===== src/verilog/rv32i_types.sv =====
`default_nettype none

package rv32i_types;

	// Core data path word, used for addresses, data and counts.
	typedef logic [31:0] rv32i_word;

	// ************************************************************************
	// Backing data memory
	// ************************************************************************
	localparam int MEM_WORDS   = 256;                // Depth in words.
	localparam int MEM_IDX_W   = $clog2(MEM_WORDS);  // Word index, addr[9:2].
	localparam int MEM_LATENCY = 3;                  // Accept to resp, in cycles.

	typedef logic [$clog2(MEM_LATENCY)-1:0] mem_lat_t;

	typedef enum logic [1:0] {
		mem_idle,
		mem_busy,
		mem_done
	} mem_state_e;

endpackage : rv32i_types

`default_nettype wire


===== src/verilog/perf_types.sv =====
`default_nettype none

package perf_types;

	localparam int NUM_COUNTERS = 12;

	// Low address byte of each counter, counter i sits at 0xC0 + 4*i.
	typedef enum logic [7:0] {
		icache_hit       = 8'hC0,
		icache_miss      = 8'hC4,
		dcache_hit       = 8'hC8,
		dcache_miss      = 8'hCC,
		l2_hit           = 8'hD0,
		l2_miss          = 8'hD4,
		ewb_writes       = 8'hD8,
		branch_total     = 8'hDC,
		branch_correct   = 8'hE0,
		branch_incorrect = 8'hE4,
		prefetch_hit     = 8'hE8,
		prefetch_read    = 8'hEC
	} counter_addr;

	// One word per counter, indexed by counter number.
	typedef rv32i_types::rv32i_word [NUM_COUNTERS-1:0] perf_count_array;

	// One bit per counter, same order as the tags.
	typedef logic [NUM_COUNTERS-1:0] perf_event_vec;

endpackage : perf_types

`default_nettype wire


===== src/verilog/counter.sv =====
`timescale 1ns/1ps
`default_nettype none

module counter (
	input  rv32i_types::rv32i_word      mem_addr,
	input  logic                        mem_read,
	input  logic                        mem_write,
	input  rv32i_types::rv32i_word      mem_rdata_in,
	input  logic                        mem_resp_in,
	input  perf_types::perf_count_array counts,
	output logic                        read_b_counter,
	output logic                        write_counter,
	output logic                        mem_resp,
	output rv32i_types::rv32i_word      mem_rdata_out,
	output perf_types::perf_event_vec   clear
);

	import rv32i_types::*;
	import perf_types::*;

	counter_addr tag;
	logic        addr_hit;
	logic [3:0]  ctr_idx;
	rv32i_word   count_sel;
	logic        counter_resp;

	// ************************************************************************
	// Tag decode
	// ************************************************************************

	// Only the low byte is decoded, upper bits alias.
	assign tag = counter_addr'(mem_addr[7:0]);

	always_comb begin
		case (tag)
			icache_hit,
			icache_miss,
			dcache_hit,
			dcache_miss,
			l2_hit,
			l2_miss,
			ewb_writes,
			branch_total,
			branch_correct,
			branch_incorrect,
			prefetch_hit,
			prefetch_read:
				addr_hit = 1'b1;
			default:
				addr_hit = 1'b0;
		endcase
	end

	// Tags are 0xC0 + 4*i, so bits 5:2 give i directly.
	assign ctr_idx = mem_addr[5:2];

	// ************************************************************************
	// Counter side
	// ************************************************************************

	always_comb begin
		count_sel = '0;
		if (addr_hit)
			count_sel = counts[ctr_idx];  // Index below 12 on a hit.
	end

	always_comb begin
		clear = '0;
		if (mem_write & addr_hit)
			clear[ctr_idx] = 1'b1;  // One-cycle clear pulse.
	end

	assign counter_resp = addr_hit & (mem_read | mem_write);  // Same-cycle answer.

	// ************************************************************************
	// Memory side
	// ************************************************************************

	assign read_b_counter = mem_read & ~addr_hit;
	assign write_counter  = mem_write & ~addr_hit;

	assign mem_resp      = counter_resp | mem_resp_in;
	assign mem_rdata_out = (mem_read & addr_hit) ? count_sel : mem_rdata_in;

	// The requester never reads and writes at once, so neither do we.
	always_comb begin
		assert #0 (!(read_b_counter && write_counter))
			else $error("counter: read and write forwarded to memory together");
	end

endmodule : counter

`default_nettype wire


===== config.mk =====
export PLATFORM = sky130hd
export DESIGN_NAME = counter
export DESIGN_NICKNAME = d
export VERILOG_FILES = /design/src/verilog/rv32i_types.sv /design/src/verilog/perf_types.sv /design/src/verilog/counter.sv
export SDC_FILE = /design/constraint.sdc
export NUM_CORES = 1
export LEC_CHECK = 0
export BUFFER_PORTS_ARGS = -buffer_cell sky130_fd_sc_hd__buf_2
export CORE_AREA = 10 10 186 188
export DETAILED_ROUTE_END_ITERATION = 6
export DIE_AREA = 0 0 196 198
export PLACE_DENSITY = 0.46
export SLEW_MARGIN = 10
export SYNTH_ARGS = -nofsm -noshare
export SYNTH_HDL_FRONTEND = slang
export SYNTH_SLANG_ARGS = --single-unit

===== constraint.sdc =====
create_clock -name vclk -period 1.5
set_input_delay 0.15 -clock vclk [all_inputs]
set_output_delay 0.15 -clock vclk [all_outputs]
set_load 0.05 [all_outputs]

==> Yosys cells after proc, flatten, opt, wreduce, memory -nomap -nowiden <==
Index checks and enable logic that the tools add are counted.
{ "word_totals": {"romBits": 0, "out_inout_bits": 47, "wordCells": 32, "reg_bits": 0, "ram_bits": 0, "latch_bits": 0, "inputBits": 451, "mem_count": 0} }
{ "op_classes": {"order_cmp": 2, "add_sub_neg": 0, "div_mod_pow": 0, "eq_ne": 12, "bitwise_logic": 8, "n_mux": 8, "reduce_logical": 2, "shifts": 0, "n_mul": 0} }
{ "ops": {"columns": ["cell", "count"], "rows": [
  ["$bmux W32 S4", 1],
  ["$eq A8 B8 Y1 const B", 12],
  ["$mux W32", 3],
  ["$mux W12", 1],
  ["$reduce_or A12 Y1", 1],
  ["$and A1 B1 Y1", 5],
  ["$lt A4 B5 Y1 const B", 1],
  ["$demux W1 S4", 1],
  ["$ge A4 B1 Y1 const B", 1],
  ["$mux W1", 2],
  ["$or A1 B1 Y1", 2],
  ["$logic_and A1 B1 Y1", 1],
  ["$not A1 Y1", 1]
]} }

==> Depth between registers and ports, before layout <==
{ "depth": {"depth_word": 5, "mapped_depth": 7, "mapped_depth_nobuf": 4} }

==> Worst setup path after synthesis <==
Ideal clock, no wire load.
{ "synth_timing": {"path_type": "input port to output port", "startpoint": "input mem_addr[2]", "endpoint": "output clear[3]", "t_required_ns": 1.350, "cell_stages": 6, "setup_slack_ns": -0.669, "n_path_buf": 4, "arrival_time_ns": 2.019, "cell_sequence": "buf_6 buf_8 buf_6 buf_4 nand4_1 nor3_1"} }
{ "synth_between": {"elab_chain_cells": 5} }
{ "synth_rtl": {"columns": ["element", "line_no", "source"], "rows": [
  ["from (decl)", "counter.sv:5", "input rv32i_types::rv32i_word mem_addr,"],
  ["$lt A4 B5 Y1 (implied by the code), or another cell as far along", "counter.sv:70", "clear[ctr_idx] = 1'b1;"],
  ["$logic_and A1 B1 Y1 (implied by the code) or $reduce_or A12 Y1 (tied branches)", "counter.sv:70, counter.sv:35", null],
  ["$mux W1 (on tied branches)", "counter.sv:70, counter.sv:35", null],
  ["$demux W1 S4 or $and A1 B1 Y1 (tied branches)", "counter.sv:70, counter.sv:69", null],
  ["$mux W12 *", "counter.sv:69", "if (mem_write & addr_hit)"],
  ["to (decl)", "counter.sv:15", "output perf_types::perf_event_vec clear"]
]} }
Mark *: on every way between the ends. The rest lies on a longest branch, timed or not.

==> Final worst setup path <==
{ "layout_timing": {"startpoint": "input mem_addr[2]", "endpoint": "output mem_rdata_out[25]"} }
{ "layout_between": {"elab_chain_cells": 5} }
{ "layout_rtl": {"columns": ["element", "line_no", "source"], "rows": [
  ["$eq A8 B8 Y1", "counter.sv:35", "case (tag)"],
  ["$reduce_or A12 Y1", "counter.sv:35", null],
  ["$mux W1", "counter.sv:35", null],
  ["$mux W32 or $and A1 B1 Y1 (tied branches)", "counter.sv:63, counter.sv:83", null],
  ["$mux W32 *", "counter.sv:83", "assign mem_rdata_out = (mem_read & addr_hit) ? count_sel : mem_rdata_in;"],
  ["to (decl)", "counter.sv:14", "output rv32i_types::rv32i_word mem_rdata_out,"]
]} }
Mark *: on every way between the ends. The rest lies on a longest branch, timed or not. The select of a mux whose other input is x is not followed.

==> impl_results.md <==
* Number of DRC violations after detailed-routing iteration 0 at 130
* Maximum number of pins on one net before global-route repair at 22
* Remaining routing DRC violations at 0
* Weighted congestion reported at the end of routability-driven placement at 0.808
* Synthesized cell area at 0.00362 mm²
* Die footprint at 0.0388 mm²
* Power density relative to cell area at 305 mW/mm²
* Count of synthesis-stage warnings from yosys at 0
* Number of vias in the routed layout at 5731
* Area of the core at 0.0311 mm²
* Hold path startpoint: mem_rdata_in[16]
* Chip Width at 196 µm
* Hold Fails Final Rpt at 0
* Pre-Repair DR Iteration Count at 4
* Path class of the lowest-slack min-delay path: input port to primary output
* Placed standard-cell area at 0.00761 mm²
* Hold-critical path endpoint: mem_rdata_out[16]
* Final wirelength at 30800 µm
* GR Overflow Total at 0
* CP Launch Type: input port
* Most numerous cell in the Yosys netlist: sky130_fd_sc_hd__mux2i_1
* Crit path setup slack, layout at -432 ps
* Number of nets in the final layout at 1390
* Maximum ir drop on the vdd rail at 0.134 mV
* Post-DR wirelength/cell at 23.0 µm
* Leakage power at 4.32 nW
* I/O pin cnt at 498
* Sum of negative setup slack at -10900 ps
* Actual transition at the worst max-transition pin at 363 ps
* Part of the Yosys area used for sequential elements at 0%
* Cell type contributing the most total cell area after synthesis: sky130_fd_sc_hd__mux2i_1
* Worst slew slack as a fraction of its limit at 75.8%
* Global-route wire length before repair at 42600 µm
* Fraction of final layout cells with drive strength greater than 1 at 81.4%
* Violations in the final reports: setup timing
* Port bufs at 474
* Height of the chip at 198 µm
* Via count of the first global-routing pass at 6752
* Placement Rows at 65
* Outcome: finished, violations left
* Final period util at 129%
* Largest fanout on the critical path at 8
* DR vias/cell at 4.27
* Net Count, Synth at 839
* Max Cap Viol at 0
* Setup repair after global routing missed its margin: true
* Initial Utilization at 11.7%
* Worst hold slack across all endpoints at 653 ps
* Number of hold-repair buffers added at the cts stage at 0
* Number of setup violations in the final report at 37
* Mean instance size in the synthesized netlist at 9.33 µm²
* Data required time at the worst endpoint at 1350 ps
* Initial antenna violation count at 4
* Data arrival at the endpoint of the critical path at 1780 ps
* Top cells by area in the synthesized netlist: sky130_fd_sc_hd__mux2i_1 26%, sky130_fd_sc_hd__mux4_2 20%, sky130_fd_sc_hd__mux2_1 13%, sky130_fd_sc_hd__a22oi_1 8.7%, sky130_fd_sc_hd__a32o_1 5.8%
* Highest attainable clock frequency at 518 MHz
* Count of fill cells added during filler insertion at 3325
* Most frequent cells after synthesis: 95 x sky130_fd_sc_hd__mux2i_1, 42 x sky130_fd_sc_hd__a22oi_1, 42 x sky130_fd_sc_hd__mux2_1, 33 x sky130_fd_sc_hd__nor2_1, 32 x sky130_fd_sc_hd__mux4_2
* Distinct cell type count of the synthesized netlist at 27
* Total track usage at 14.4%
* Number of clock buffer instances in the layout at 0
* Hold-critical path depth at 3
* Endpoint kind of the worst setup timing path: primary output
* Cell area after layout at 0.00888 mm²
* Area taken by flip-flops and latches at 0 µm²
* Cell count after synthesis at 388
* Share of the synthesized area in the top cell type at 26.3%
* HPWL after detailed placement at 26100 µm
* Tmin final at 1930 ps
* Final slew viol count at 0
* Sequential cell count at 0
* WS Path Type: input port to primary output
* Post-synthesis to final-layout area growth at 145%
* Power consumption at 2.71 mW
* ANT nets after route at 0
-- where the power goes --
group / internal (mW) / switching (mW)
Combinational: 1.50 / 1.21
Clock: 0.000000179 / 0
Sequential: 0 / 0
Total: 1.50 / 1.21
-- layout make-up --
| type | instances | area [µm²] | area share (%) |
|---|---|---|---|
| timing repair buffer | 593 | 4200 | 47.4 |
| multi-input combinational | 342 | 4160 | 46.8 |
| tap | 402 | 503 | 5.67 |
| inverter | 2 | 7.51 | 0.0846 |
| antenna | 2 | 5.00 | 0.0564 |
-- how the worst max path moves through the flow --
stage               slack, ps  depth (start not counted)                end   startpoint
global route             -460                          8   mem_rdata_out[0]  mem_addr[2]
finish                   -430                          9  mem_rdata_out[25]  mem_addr[2]
global placement         -690                          9  mem_rdata_out[16]  mem_addr[2]
floorplan                -140                          6  mem_rdata_out[10]  mem_addr[2]
detailed placement       -680                          9  mem_rdata_out[12]  mem_addr[2]
CTS                      -450                          8   mem_rdata_out[0]  mem_addr[2]
-- critical path: stages --
cell and delay [ps]:
sky130_fd_sc_hd__clkbuf_16 150, sky130_fd_sc_hd__buf_4 140, sky130_fd_sc_hd__buf_12 140, sky130_fd_sc_hd__buf_4 140, sky130_fd_sc_hd__mux2_4 300, sky130_fd_sc_hd__o22ai_4 210
sky130_fd_sc_hd__nor2_1 80, sky130_fd_sc_hd__a32o_2 290, sky130_fd_sc_hd__buf_8 150
-- kinds of logic (layout without fill, tap and decap cells) --
family / Yosys count / in the layout / share of synthesized area [%]
and+or+nand+nor: 65 / 65 / 7.81
buffers and inverters: 46 / 595 / 8.95
muxes: 181 / 181 / 63.4
AOI/OAI and AO/OA: 96 / 96 / 19.9
other: 0 / 2 / 0
-- per-layer routing --
metal / track usage, % / wire length (µm)
met1: 14.3 / 10800
met2: 28.8 / 16900
met3: 4.31 / 2730
met4: 2.29 / 346
met5: 0 / 32
-- through the flow --
| step | std cells | setup slack, ps | util [%] |
|---|---|---|---|
| floorplan | 388 | -141 | - |
| global placement | 1309 | -692 | 24.5 |
| detailed placement | 1309 | -682 | 24.5 |
| CTS | 1331 | -446 | 27.6 |
| global route | 1341 | -464 | 28.6 |
| finish | 1341 | -432 | 28.6 |
-- cells in the final DEF (no fill, tap or decap), drive strengths merged, types with 11 or more instances in the layout --
cell type  count
buf          586
mux2i         95
mux2          53
a22oi         42
mux4          33
nor2          33
a32o          21
o22ai         21
nand2         13
o21ai         11
-- what timing repair did --
item | 4_1_cts | 5_1_grt
gates resized for setup | 161 | 64
gates cloned | 7 | 4
pin swaps | 37 | 21
setup endpoints to repair | 44 | 39
buffers inserted | 19 | 11
Note: power is estimated with default switching activity, not from simulation.
