<file path="config.mk">
export PLATFORM = sky130hd
export DESIGN_NAME = event_counter_bank
export DESIGN_NICKNAME = d
export VERILOG_FILES = /design/src/verilog/rv32i_types.sv /design/src/verilog/perf_types.sv /design/src/verilog/event_counter_bank.sv
export SDC_FILE = /design/constraint.sdc
export NUM_CORES = 1
export LEC_CHECK = 0
export BUFFER_PORTS_ARGS = -buffer_cell sky130_fd_sc_hd__buf_2
export CORE_AREA = 10 10 224 332
export CTS_BUF_LIST = sky130_fd_sc_hd__clkbuf_2 sky130_fd_sc_hd__clkbuf_4 sky130_fd_sc_hd__clkbuf_8
export CTS_CLUSTER_SIZE = 12
export DETAILED_ROUTE_END_ITERATION = 7
export DIE_AREA = 0 0 234 342
export GPL_TIMING_DRIVEN = 1
export PLACE_DENSITY_LB_ADDON = 0.1
export SLEW_MARGIN = 40
export SYNTH_ARGS = -nofsm -noshare
export SYNTH_HDL_FRONTEND = slang
export SYNTH_SLANG_ARGS = --single-unit
</file>
<file path="constraint.sdc">
create_clock -name clk -period 7.53 [get_ports clk]
set_input_delay 1.506 -clock clk [delete_from_list [all_inputs] [get_ports clk]]
set_output_delay 1.506 -clock clk [all_outputs]
set_load 0.03 [all_outputs]
</file>
<file path="src/verilog/rv32i_types.sv">
`default_nettype none

package rv32i_types;

	// Core data path word, used for addresses, data and counts.
	typedef logic [31:0] rv32i_word;

	// ************************************************************************
	// Backing data memory
	// ************************************************************************
	localparam int MEM_WORDS   = 256;                // Depth in words.
	localparam int MEM_IDX_W   = $clog2(MEM_WORDS);  // Word index, addr[9:2].
	localparam int MEM_LATENCY = 3;                  // Accept to resp, in cycles.

	typedef logic [$clog2(MEM_LATENCY)-1:0] mem_lat_t;

	typedef enum logic [1:0] {
		mem_idle,
		mem_busy,
		mem_done
	} mem_state_e;

endpackage : rv32i_types

`default_nettype wire

</file>
<file path="src/verilog/perf_types.sv">
`default_nettype none

package perf_types;

	localparam int NUM_COUNTERS = 12;

	// Low address byte of each counter, counter i sits at 0xC0 + 4*i.
	typedef enum logic [7:0] {
		icache_hit       = 8'hC0,
		icache_miss      = 8'hC4,
		dcache_hit       = 8'hC8,
		dcache_miss      = 8'hCC,
		l2_hit           = 8'hD0,
		l2_miss          = 8'hD4,
		ewb_writes       = 8'hD8,
		branch_total     = 8'hDC,
		branch_correct   = 8'hE0,
		branch_incorrect = 8'hE4,
		prefetch_hit     = 8'hE8,
		prefetch_read    = 8'hEC
	} counter_addr;

	// One word per counter, indexed by counter number.
	typedef rv32i_types::rv32i_word [NUM_COUNTERS-1:0] perf_count_array;

	// One bit per counter, same order as the tags.
	typedef logic [NUM_COUNTERS-1:0] perf_event_vec;

endpackage : perf_types

`default_nettype wire

</file>
<file path="src/verilog/event_counter_bank.sv">
`timescale 1ns/1ps
`default_nettype none

module event_counter_bank (
	input  logic                        clk,
	input  logic                        rst_n,
	input  perf_types::perf_event_vec   events,
	input  perf_types::perf_event_vec   clear,
	output perf_types::perf_count_array counts
);

	import perf_types::*;

	// ************************************************************************
	// Counters
	// ************************************************************************

	for (genvar i = 0; i < NUM_COUNTERS; i++) begin : g_ctr

		// Clear beats a coincident event.
		always_ff @(posedge clk) begin
			if (!rst_n || clear[i]) begin
				counts[i] <= '0;
			end else if (events[i]) begin
				counts[i] <= counts[i] + 1'b1;  // Wraps at 2^32.
			end
		end

		// A clear from the decoder shows up as zero on the next read.
		a_clear_zero : assert property (
			@(posedge clk) disable iff (!rst_n)
			clear[i] |=> (counts[i] == '0)
		) else $error("event_counter_bank: counter %0d not zero after clear", i);

	end : g_ctr

endmodule : event_counter_bank

`default_nettype wire

</file>
# --- Word-level counts from Yosys, hierarchy flattened ---
# Cells that the tools add are included.
# W data, S select, Z words.
totals:
  reg_bits: 384
  in_bits: 26
classes:
  addsub: 12
  n_reduce_logical: 13
ops:
  columns: ["operator", "n"]
  rows:
  - ["$add A32 B1 Y32 const B", 12]
  - ["$logic_or A1 B1 Y1", 12]
  - ["$logic_not A1 Y1", 1]

# --- Longest topological paths before layout ---
# Gate-level depths: netlist of the first run.
depth:
  depth_word: 2
  mapped_depth: 8
  mapped_depth_nobuf: 6

# --- Worst setup path before layout of the first run ---
# OpenSTA, ideal clock, no wires.
synth_timing:
  kind: "input to register"
  startpoint: "input port events[9]"
  endpoint: "register counts[319] (netlist bit)"
  setup_time_ns: 0.070
  t_arrival_ns: 3.527
  t_required_ns: 7.460
  slack_ns: 3.933
  path_stages: 8
  path_cell_list: "buf_2 nand2_1 or4_4 buf_6 or4_1 buf_2 or3_1 a21oi_1"
synth_rtl:
  columns: ["element", "line_no", "text"]
  rows:
  - ["start, declared", "event_counter_bank.sv:7", "input perf_types::perf_event_vec events,"]
  - ["end signal, assigned by index", "event_counter_bank.sv:25", "counts[i] <= counts[i] + 1'b1;"]
  - ["end, declared", "event_counter_bank.sv:9", "output perf_types::perf_count_array counts"]

==> impl_metrics.csv, run 1 <==
group,metric,value,unit
detailed_routing,dr.pass1.iters,7,
floorplanning,ios,410,
detailed_routing,drtIter0Drc,522,
critical_path,cp.depth,6,
clock_tree,post_cts_buffers,0,
global_route,grt_max_degree,34,
synth,ys_warn_count,0,
critical_path,cp_top_family,"simple AND/OR/NAND/NOR gates",
synth,synth_area,0.0169,sq mm
clock_tree,cts.hold.buffers_added,0,
power_and_ir_drop,pwr-share-seq,47.9,%
detailed_routing,drc_errors,0,
timing,setup_viol,0,
power_and_ir_drop,p_sw_share,23.2,%
cells_and_area,final_cell_mix,"buf_2, dfxtp_1, nor2_1",
cells_and_area,layout-drive-gt1-share,23.2,%
critical_path,path_cells,"buf_2 -> nand2_1 -> or4_4 -> or4_1 -> or3_1 -> a21oi_1",
clock_tree,cts-resized-gates,0,
timing,fmax,0.333,GHz
critical_path,max_stage_delay,0.65,ns
place,gp_congestion,0.807,
timing,post-route-min-period,3.00,ns
cells_and_area,largest_reg_flops,384,
power_and_ir_drop,p_per_area,199,mW/mm^2
critical_path,worstReg2RegEnd,"counts[287]$_SDFFE_PP0P_",
clock_tree,clock_sinks,384,
min_path,min_to,"counts[127]$_SDFFE_PP0P_",
timing,setup_tns,0,ns
global_route,grt_overflow,0,
critical_path,cp.required,8.10,ns
synth,synth_area_leaders,"dfxtp_1, xor2_1, nor2_1",
critical_path,critPathLaunchType,"primary input",
critical_path,crit_buf_inv,1,
critical_path,critPathMaxFanout,9,
synth,synth_cell_type_count,44,
place,dp.cells,3230,
clock_tree,clk_pin_slew_worst_paths,0.06,ns
critical_path,worstReg2RegStart,"counts[263]$_SDFFE_PP0P_",
min_path,hp-start,"counts[127]$_SDFFE_PP0P_",
power_and_ir_drop,power_switching,0.000989,W
critical_path,r2r_setup_slack,4.88,ns
timing,setup_ws,4.53,ns
floorplanning,die_w,234,um
critical_path,crit_type,"primary input to flip-flop",
critical_path,cp_slowest_cell,"or4_1",
cells_and_area,area_delta_synth_final,27.0,%
timing,max_slew_margin,45.2,%
synth,syn_inst,1975,
floorplanning,fp.dieH,342,um
floorplanning,core,0.0685,sq mm
clock_tree,cts_tree,"yes",
synth,syn_area_per_cell,8.55,sq um
cells_and_area,fin_nets,2442,
timing,rsz0062_at_grt,"no",
timing,finalCritPeriodShare,39.9,%
clock_tree,clk_path_buf_depth,3,
synth,netlist.top_cell.by_area,"dfxtp_1",
floorplanning,rows,118,
cells_and_area,final_common_cell,"buf_2",
synth,yosysSeqAreaShare,45.5,%
synth,ys_ff_latch,384,
critical_path,crit_path_end_kind,"flip-flop",
synth,synth_top_area_share,45.5,%
global_route,grt_pass1_vias,15700,
clock_tree,h-tree-depth,3,
min_path,min_path_type,"flip-flop to flip-flop",
place,post-dp-hpwl,43.3,mm
clock_tree,cts_buffers,71,
job,max_cap_viol_count,0,
clock_tree,clock_latency,0.65,ns
cells_and_area,max_flop_register,"counts",
min_path,holdPathStages,2,
cells_and_area,reg_top3,"counts: 384 flops",
clock_tree,cts-root-buf,"clkbuf_8",
power_and_ir_drop,power.leakage,8.29,nW
cells_and_area,final_cell_count_no_fill,3358,
power_and_ir_drop,p_comb_share,2.0,%
global_route,track_usage,14.0,%
power_and_ir_drop,ir_drop,0.000124,V
synth,syn-num-nets,2014,
global_route,grt_first_pass_wirelength,89.9,mm
floorplanning,die_area,0.0800,sq mm
power_and_ir_drop,p_int,0.00327,W
place,portBuffers,409,
floorplanning,floorplan.initialDensity,24.7,%
timing,tightest_slew,0.814,ns
timing,hold_viol,0,
detailed_routing,routed_wl,57.9,mm
timing,finalMaxSlewViolations,0,
critical_path,worstPathArrival,3.57,ns
place,place_ws,3.90,ns
timing,finClkSkew,0.0322,ns
power_and_ir_drop,power_frac_clock,50.1,%
critical_path,r2r_cells,5,
run_status,outcome,"finished clean",
detailed_routing,drtAntennaViolNets,0,
detailed_routing,drt-vias-per-instance,4.62,
detailed_routing,drt-wirelength-per-cell,17.2,um
detailed_routing,vias,15500,
global_route,grt_antenna_before_repair,5,
==> power groups by stage <==
| stage | registers [W] | clock network, W | logic, W |
|---|---|---|---|
| after floorplan | 0.00210 | 0 | 0.0000462 |
| after detailed placement | 0.00209 | 0 | 0.0000870 |
| after global routing | 0.00204 | 0.00233 | 0.0000939 |
| after global placement | 0.00209 | 0 | 0.0000865 |
| final | 0.00204 | 0.00213 | 0.0000847 |
| after CTS | 0.00204 | 0.00225 | 0.0000872 |
==> worst register-to-register path, delay by kind of cell, from the launching register on <==
kind	cells	cell delay [ns]
flip-flops	1	0.44
AND/OR/NAND/NOR	4	2.01
AO/OA/AOI/OAI	1	0.14
==> how the worst max path moves through the flow <==
| stage | from | end | slack [ns] |
|---|---|---|---|
| 6_report | events[9] | counts[319]$_SDFFE_PP0P_ | 4.53 |
| 2_1_floorplan | events[9] | counts[319]$_SDFFE_PP0P_ | 3.93 |
| 3_5_place_dp | events[9] | counts[319]$_SDFFE_PP0P_ | 3.90 |
| 4_1_cts | counts[368]$_SDFFE_PP0P_ | counts[368] | 4.48 |
| 5_1_grt | counts[368]$_SDFFE_PP0P_ | counts[368] | 4.47 |
| 3_3_place_gp | events[9] | counts[319]$_SDFFE_PP0P_ | 3.88 |
==> through the flow <==
step / power [W] / util, % / hold WS [ns] / area (sq um)
finish: 0.00426 / 31.3 / 0.487 / 21500
global route: 0.00447 / 31.3 / 0.537 / 21500
CTS: 0.00438 / 31.3 / 0.492 / 21400
detailed placement: 0.00217 / 29.1 / 0.482 / 19900
global placement: 0.00217 / 29.1 / 0.471 / 19900
floorplan: 0.00214 / - / 0.603 / 16900
==> final cells by class <==
type                            count  area (sq um)
Tap cell                          900          1130
Multi-Input combinational cell   1489          8850
Timing Repair Buffer              426          2170
Fill cell                        7469         47000
Clock buffer                      118          1460
Sequential cell                   384          7690
Antenna cell                        2          5.00
Inverter                           31           116
Clock inverter                      8          46.3
==> kinds of logic (layout without fill, tap and decap cells) <==
group / after synthesis / count (layout) / synth area share (%)
compound gates: 110 / 110 / 3.44
xor+xnor: 317 / 317 / 16.4
fa+ha+maj: 13 / 13 / 0.963
buf+inv: 102 / 583 / 2.33
flops: 384 / 384 / 45.5
mux: 12 / 12 / 0.711
other cells: 0 / 2 / 0
simple gates: 1037 / 1037 / 30.6
==> metal layers <==
layer  vias to the layer above  wire length [um]  global-route usage (%)
li1                       7687                 -                       -
met1                      7355             23100                    15.2
met2                       403             28100                    23.9
met3                        82              5370                    5.84
met4                         2              1390                    5.02
met5                         -                17                       0
==> cell usage after synthesis <==
master	count
and2_0	3
o21ai_0	50
o31ai_1	2
or2_2	4
nor2_1	366
xnor2_1	129
o21ba_2	1
buf_6	1
nand2_1	139
and3_1	54
nor3b_1	2
nand4_2	1
nand4b_1	3
or4b_1	1
nand4_1	131
and4_2	2
or3_1	54
nand3b_1	1
buf_2	2
ha_1	13
nor2b_1	3
a21oi_1	52
mux2i_1	12
a311oi_1	1
nor4b_1	1
xor2_1	188
dfxtp_1	384
nand4bb_1	1
a41o_1	1
nand3_1	104
a21bo_2	1
and2_1	13
o31a_1	1
or4_1	7
nor3_1	51
or3_2	1
clkbuf_1	62
a31o_2	1
buf_1	6
nand2b_1	13
and4_1	37
or4_4	1
nor4_1	44
inv_1	31
Note: power is estimated with default switching activity, not from simulation.
==> run 2: changes to the inputs <==
--- a/config.mk
+++ b/config.mk
@@ -5,12 +5,13 @@
 export SDC_FILE = /design/constraint.sdc
 export NUM_CORES = 1
 export LEC_CHECK = 0
+export ABC_AREA = 1
 export BUFFER_PORTS_ARGS = -buffer_cell sky130_fd_sc_hd__buf_2
-export CORE_AREA = 10 10 224 332
+export CORE_AREA = 10 10 247 367
 export CTS_BUF_LIST = sky130_fd_sc_hd__clkbuf_2 sky130_fd_sc_hd__clkbuf_4 sky130_fd_sc_hd__clkbuf_8
 export CTS_CLUSTER_SIZE = 12
 export DETAILED_ROUTE_END_ITERATION = 7
-export DIE_AREA = 0 0 234 342
+export DIE_AREA = 0 0 257 377
 export GPL_TIMING_DRIVEN = 1
 export PLACE_DENSITY_LB_ADDON = 0.1
 export SLEW_MARGIN = 40
==> constraint.sdc (replaced) <==
create_clock -name clk -period 3.05 [get_ports clk]
set_input_delay 0.61 -clock clk [delete_from_list [all_inputs] [get_ports clk]]
set_output_delay 0.61 -clock clk [all_outputs]
set_load 0.03 [all_outputs]
==> impl_metrics.csv, run 2 <==
group,metric,value,unit
timing,finalMaxSlewViolations,0,
critical_path,critPathMaxFanout,7,
floorplanning,die_w,257,um
global_route,grt_pass1_vias,22200,
power_and_ir_drop,power.leakage,10.2,nW
cells_and_area,max_flop_register,"counts",
detailed_routing,drtAntennaViolNets,0,
floorplanning,rows,130,
global_route,grt_max_degree,26,
synth,syn_inst,3308,
synth,syn_area_per_cell,6.28,sq um
timing,finalCritPeriodShare,68.4,%
clock_tree,cts_tree,"yes",
power_and_ir_drop,ir_drop,0.000501,V
detailed_routing,routed_wl,80.2,mm
synth,ys_warn_count,0,
synth,synth_ff_type,"dfxtp_1",
critical_path,worstReg2RegEnd,"counts[126]$_SDFFE_PP0P_",
critical_path,r2r_setup_slack,1.23,ns
synth,ys_ff_latch,384,
critical_path,cp_top_family,"flip-flops",
timing,finClkSkew,0.0288,ns
timing,setup_tns,0,ns
timing,tightest_slew,0.628,ns
synth,synth_top_area_share,37.0,%
place,gp_congestion,0.828,
run_status,outcome,"finished clean",
clock_tree,cts-root-buf,"clkbuf_8",
floorplanning,die_area,0.0969,sq mm
clock_tree,clock_sinks,384,
critical_path,crit_type,"flip-flop to output pin",
synth,synth_cell_type_count,37,
floorplanning,fp.dieH,377,um
timing,post-route-min-period,2.09,ns
synth,async_reset_ff_share,0,%
place,portBuffers,409,
global_route,grt_antenna_before_repair,3,
power_and_ir_drop,p_per_area,443,mW/mm^2
critical_path,cp.required,2.44,ns
synth,yosysSeqAreaShare,37.0,%
clock_tree,post_cts_buffers,0,
critical_path,crit_path_end_kind,"output pin",
clock_tree,clk_pin_slew_worst_paths,0.06,ns
cells_and_area,utilization,30.9,%
timing,fmax,0.480,GHz
global_route,track_usage,16.3,%
clock_tree,h-tree-depth,3,
critical_path,critPathLaunchType,"flip-flop",
global_route,grt_first_pass_wirelength,126,mm
critical_path,cp_slowest_cell,"dfxtp_1",
detailed_routing,drt-vias-per-instance,4.40,
clock_tree,clk_path_buf_depth,3,
detailed_routing,vias,21800,
clock_tree,cts.hold.buffers_added,0,
synth,yosysMostFrequentCell,"nand2_1",
floorplanning,core,0.0836,sq mm
min_path,min_path_type,"primary input to flip-flop",
detailed_routing,drc_errors,0,
min_path,hp-start,"events[8]",
floorplanning,floorplan.initialDensity,24.8,%
min_path,min_to,"counts[256]$_SDFFE_PP0P_",
floorplanning,ios,410,
clock_tree,clock_latency,0.69,ns
timing,rsz0062_at_grt,"no",
cells_and_area,area_delta_synth_final,24.4,%
cells_and_area,final_common_cell,"nand2_1",
timing,max_slew_margin,58.1,%
critical_path,worstReg2RegStart,"counts[96]$_SDFFE_PP0P_",
critical_path,path_cells,"buf_2",
synth,synth_edf_count,0,
critical_path,crit_buf_inv,1,
critical_path,worstPathArrival,1.48,ns
synth,synth_area_leaders,"dfxtp_1, nand2_1, nor2_1",
cells_and_area,largest_reg_flops,384,
synth,syn-num-nets,3347,
detailed_routing,drtIter0Drc,867,
job,max_cap_viol_count,0,
synth,netlist.top_cell.by_area,"dfxtp_1",
global_route,grt_overflow,0,
cells_and_area,fin_nets,3806,
cells_and_area,reg_top3,"counts: 384 flops",
synth,synth_area,0.0208,sq mm
timing,setup_viol,0,
detailed_routing,drt-wirelength-per-cell,16.2,um
cells_and_area,layout-drive-gt1-share,18.8,%
detailed_routing,dr.pass1.iters,5,
place,post-dp-hpwl,63.4,mm
critical_path,max_stage_delay,0.52,ns
timing,hold_viol,0,
cells_and_area,final_cell_mix,"nand2_1, nor2_1, buf_2",
min_path,holdPathStages,2,
clock_tree,cts-resized-gates,0,
critical_path,r2r_cells,8,
clock_tree,cts_buffers,75,
synth,synth.top_cells.by_count,"nand2_1, nor2_1, dfxtp_1",
==> run 2: cell count changes after synthesis, sizes merged, moves of 42 or more <==
cell / before / now
and3: 54 / 4
nor2: 366 / 849
xor2: 188 / 22
nor4: 44 / 2
clkbuf: 62 / 6
nand3: 104 / 294
or3: 55 / 0
a21oi: 52 / 170
nand2: 139 / 873
nand4: 132 / 69
inv: 31 / 366
xnor2: 129 / 53
==> run 2: where the power goes <==
group | internal, W | switching [W] | leakage, nW
logic | 0.0000729 | 0.000222 | 6.20
registers | 0.00503 | 0.0000166 | 3.09
clock network | 0.00358 | 0.00252 | 0.908
total | 0.00869 | 0.00276 | 10.2
==> run 2: worst max path at each step <==
stage / startpoint / end / slack (ns) / cells past startpoint
after detailed placement: rst_n / counts[294]$_SDFFE_PP0P_ / 0.75 / 7
after CTS: counts[172]$_SDFFE_PP0P_ / counts[172] / 0.84 / 1
after floorplan: counts[96]$_SDFFE_PP0P_ / counts[126]$_SDFFE_PP0P_ / 1.38 / 8
after global placement: rst_n / counts[294]$_SDFFE_PP0P_ / 0.80 / 7
final: counts[118]$_SDFFE_PP0P_ / counts[118] / 0.96 / 1
after global routing: counts[322]$_SDFFE_PP0P_ / counts[322] / 0.85 / 1
==> run 2: metal layers <==
metal  wire length, um  share of wire (%)  track usage [%]
met5                 9              0.011                0
met2             40200                 50             29.6
met3              5740                7.1             5.06
met1             32200                 40             17.5
met4              2100                2.6             6.07
==> run 2: stage by stage <==
stage                     std cells  total power (W)  area (sq um)  hold WS [ns]  worst slack (ns)
after floorplan                3308          0.00535         20800         0.588              1.38
after global placement         4812          0.00546         24100         0.463             0.804
after detailed placement       4812          0.00546         24100         0.477             0.747
after CTS                      4944           0.0118         25800         0.155             0.840
after global routing           4946           0.0120         25800         0.225             0.848
final                          4946           0.0114         25800         0.267             0.965
==> run 2: layout make-up <==
class / count / area (sq um)
fill: 9559 / 57800
multi-input combinational: 2517 / 11500
sequential: 384 / 7690
timing repair buffer: 422 / 2140
clock buffer: 115 / 1470
tap: 1122 / 1400
inverter: 367 / 1380
clock inverter: 17 / 255
antenna: 2 / 5.00
==> run 2: cells by family after synthesis <==
family                     count (synthesis)  synth area share [%]
DFF                                      384                  37.0
and+or+nand+nor                         2187                  45.4
adders and majority gates                 13                 0.783
buffers and inverters                    407                  7.67
AOI/OAI and AO/OA                        242                  6.02
xor gates and xnor gates                  75                  3.16
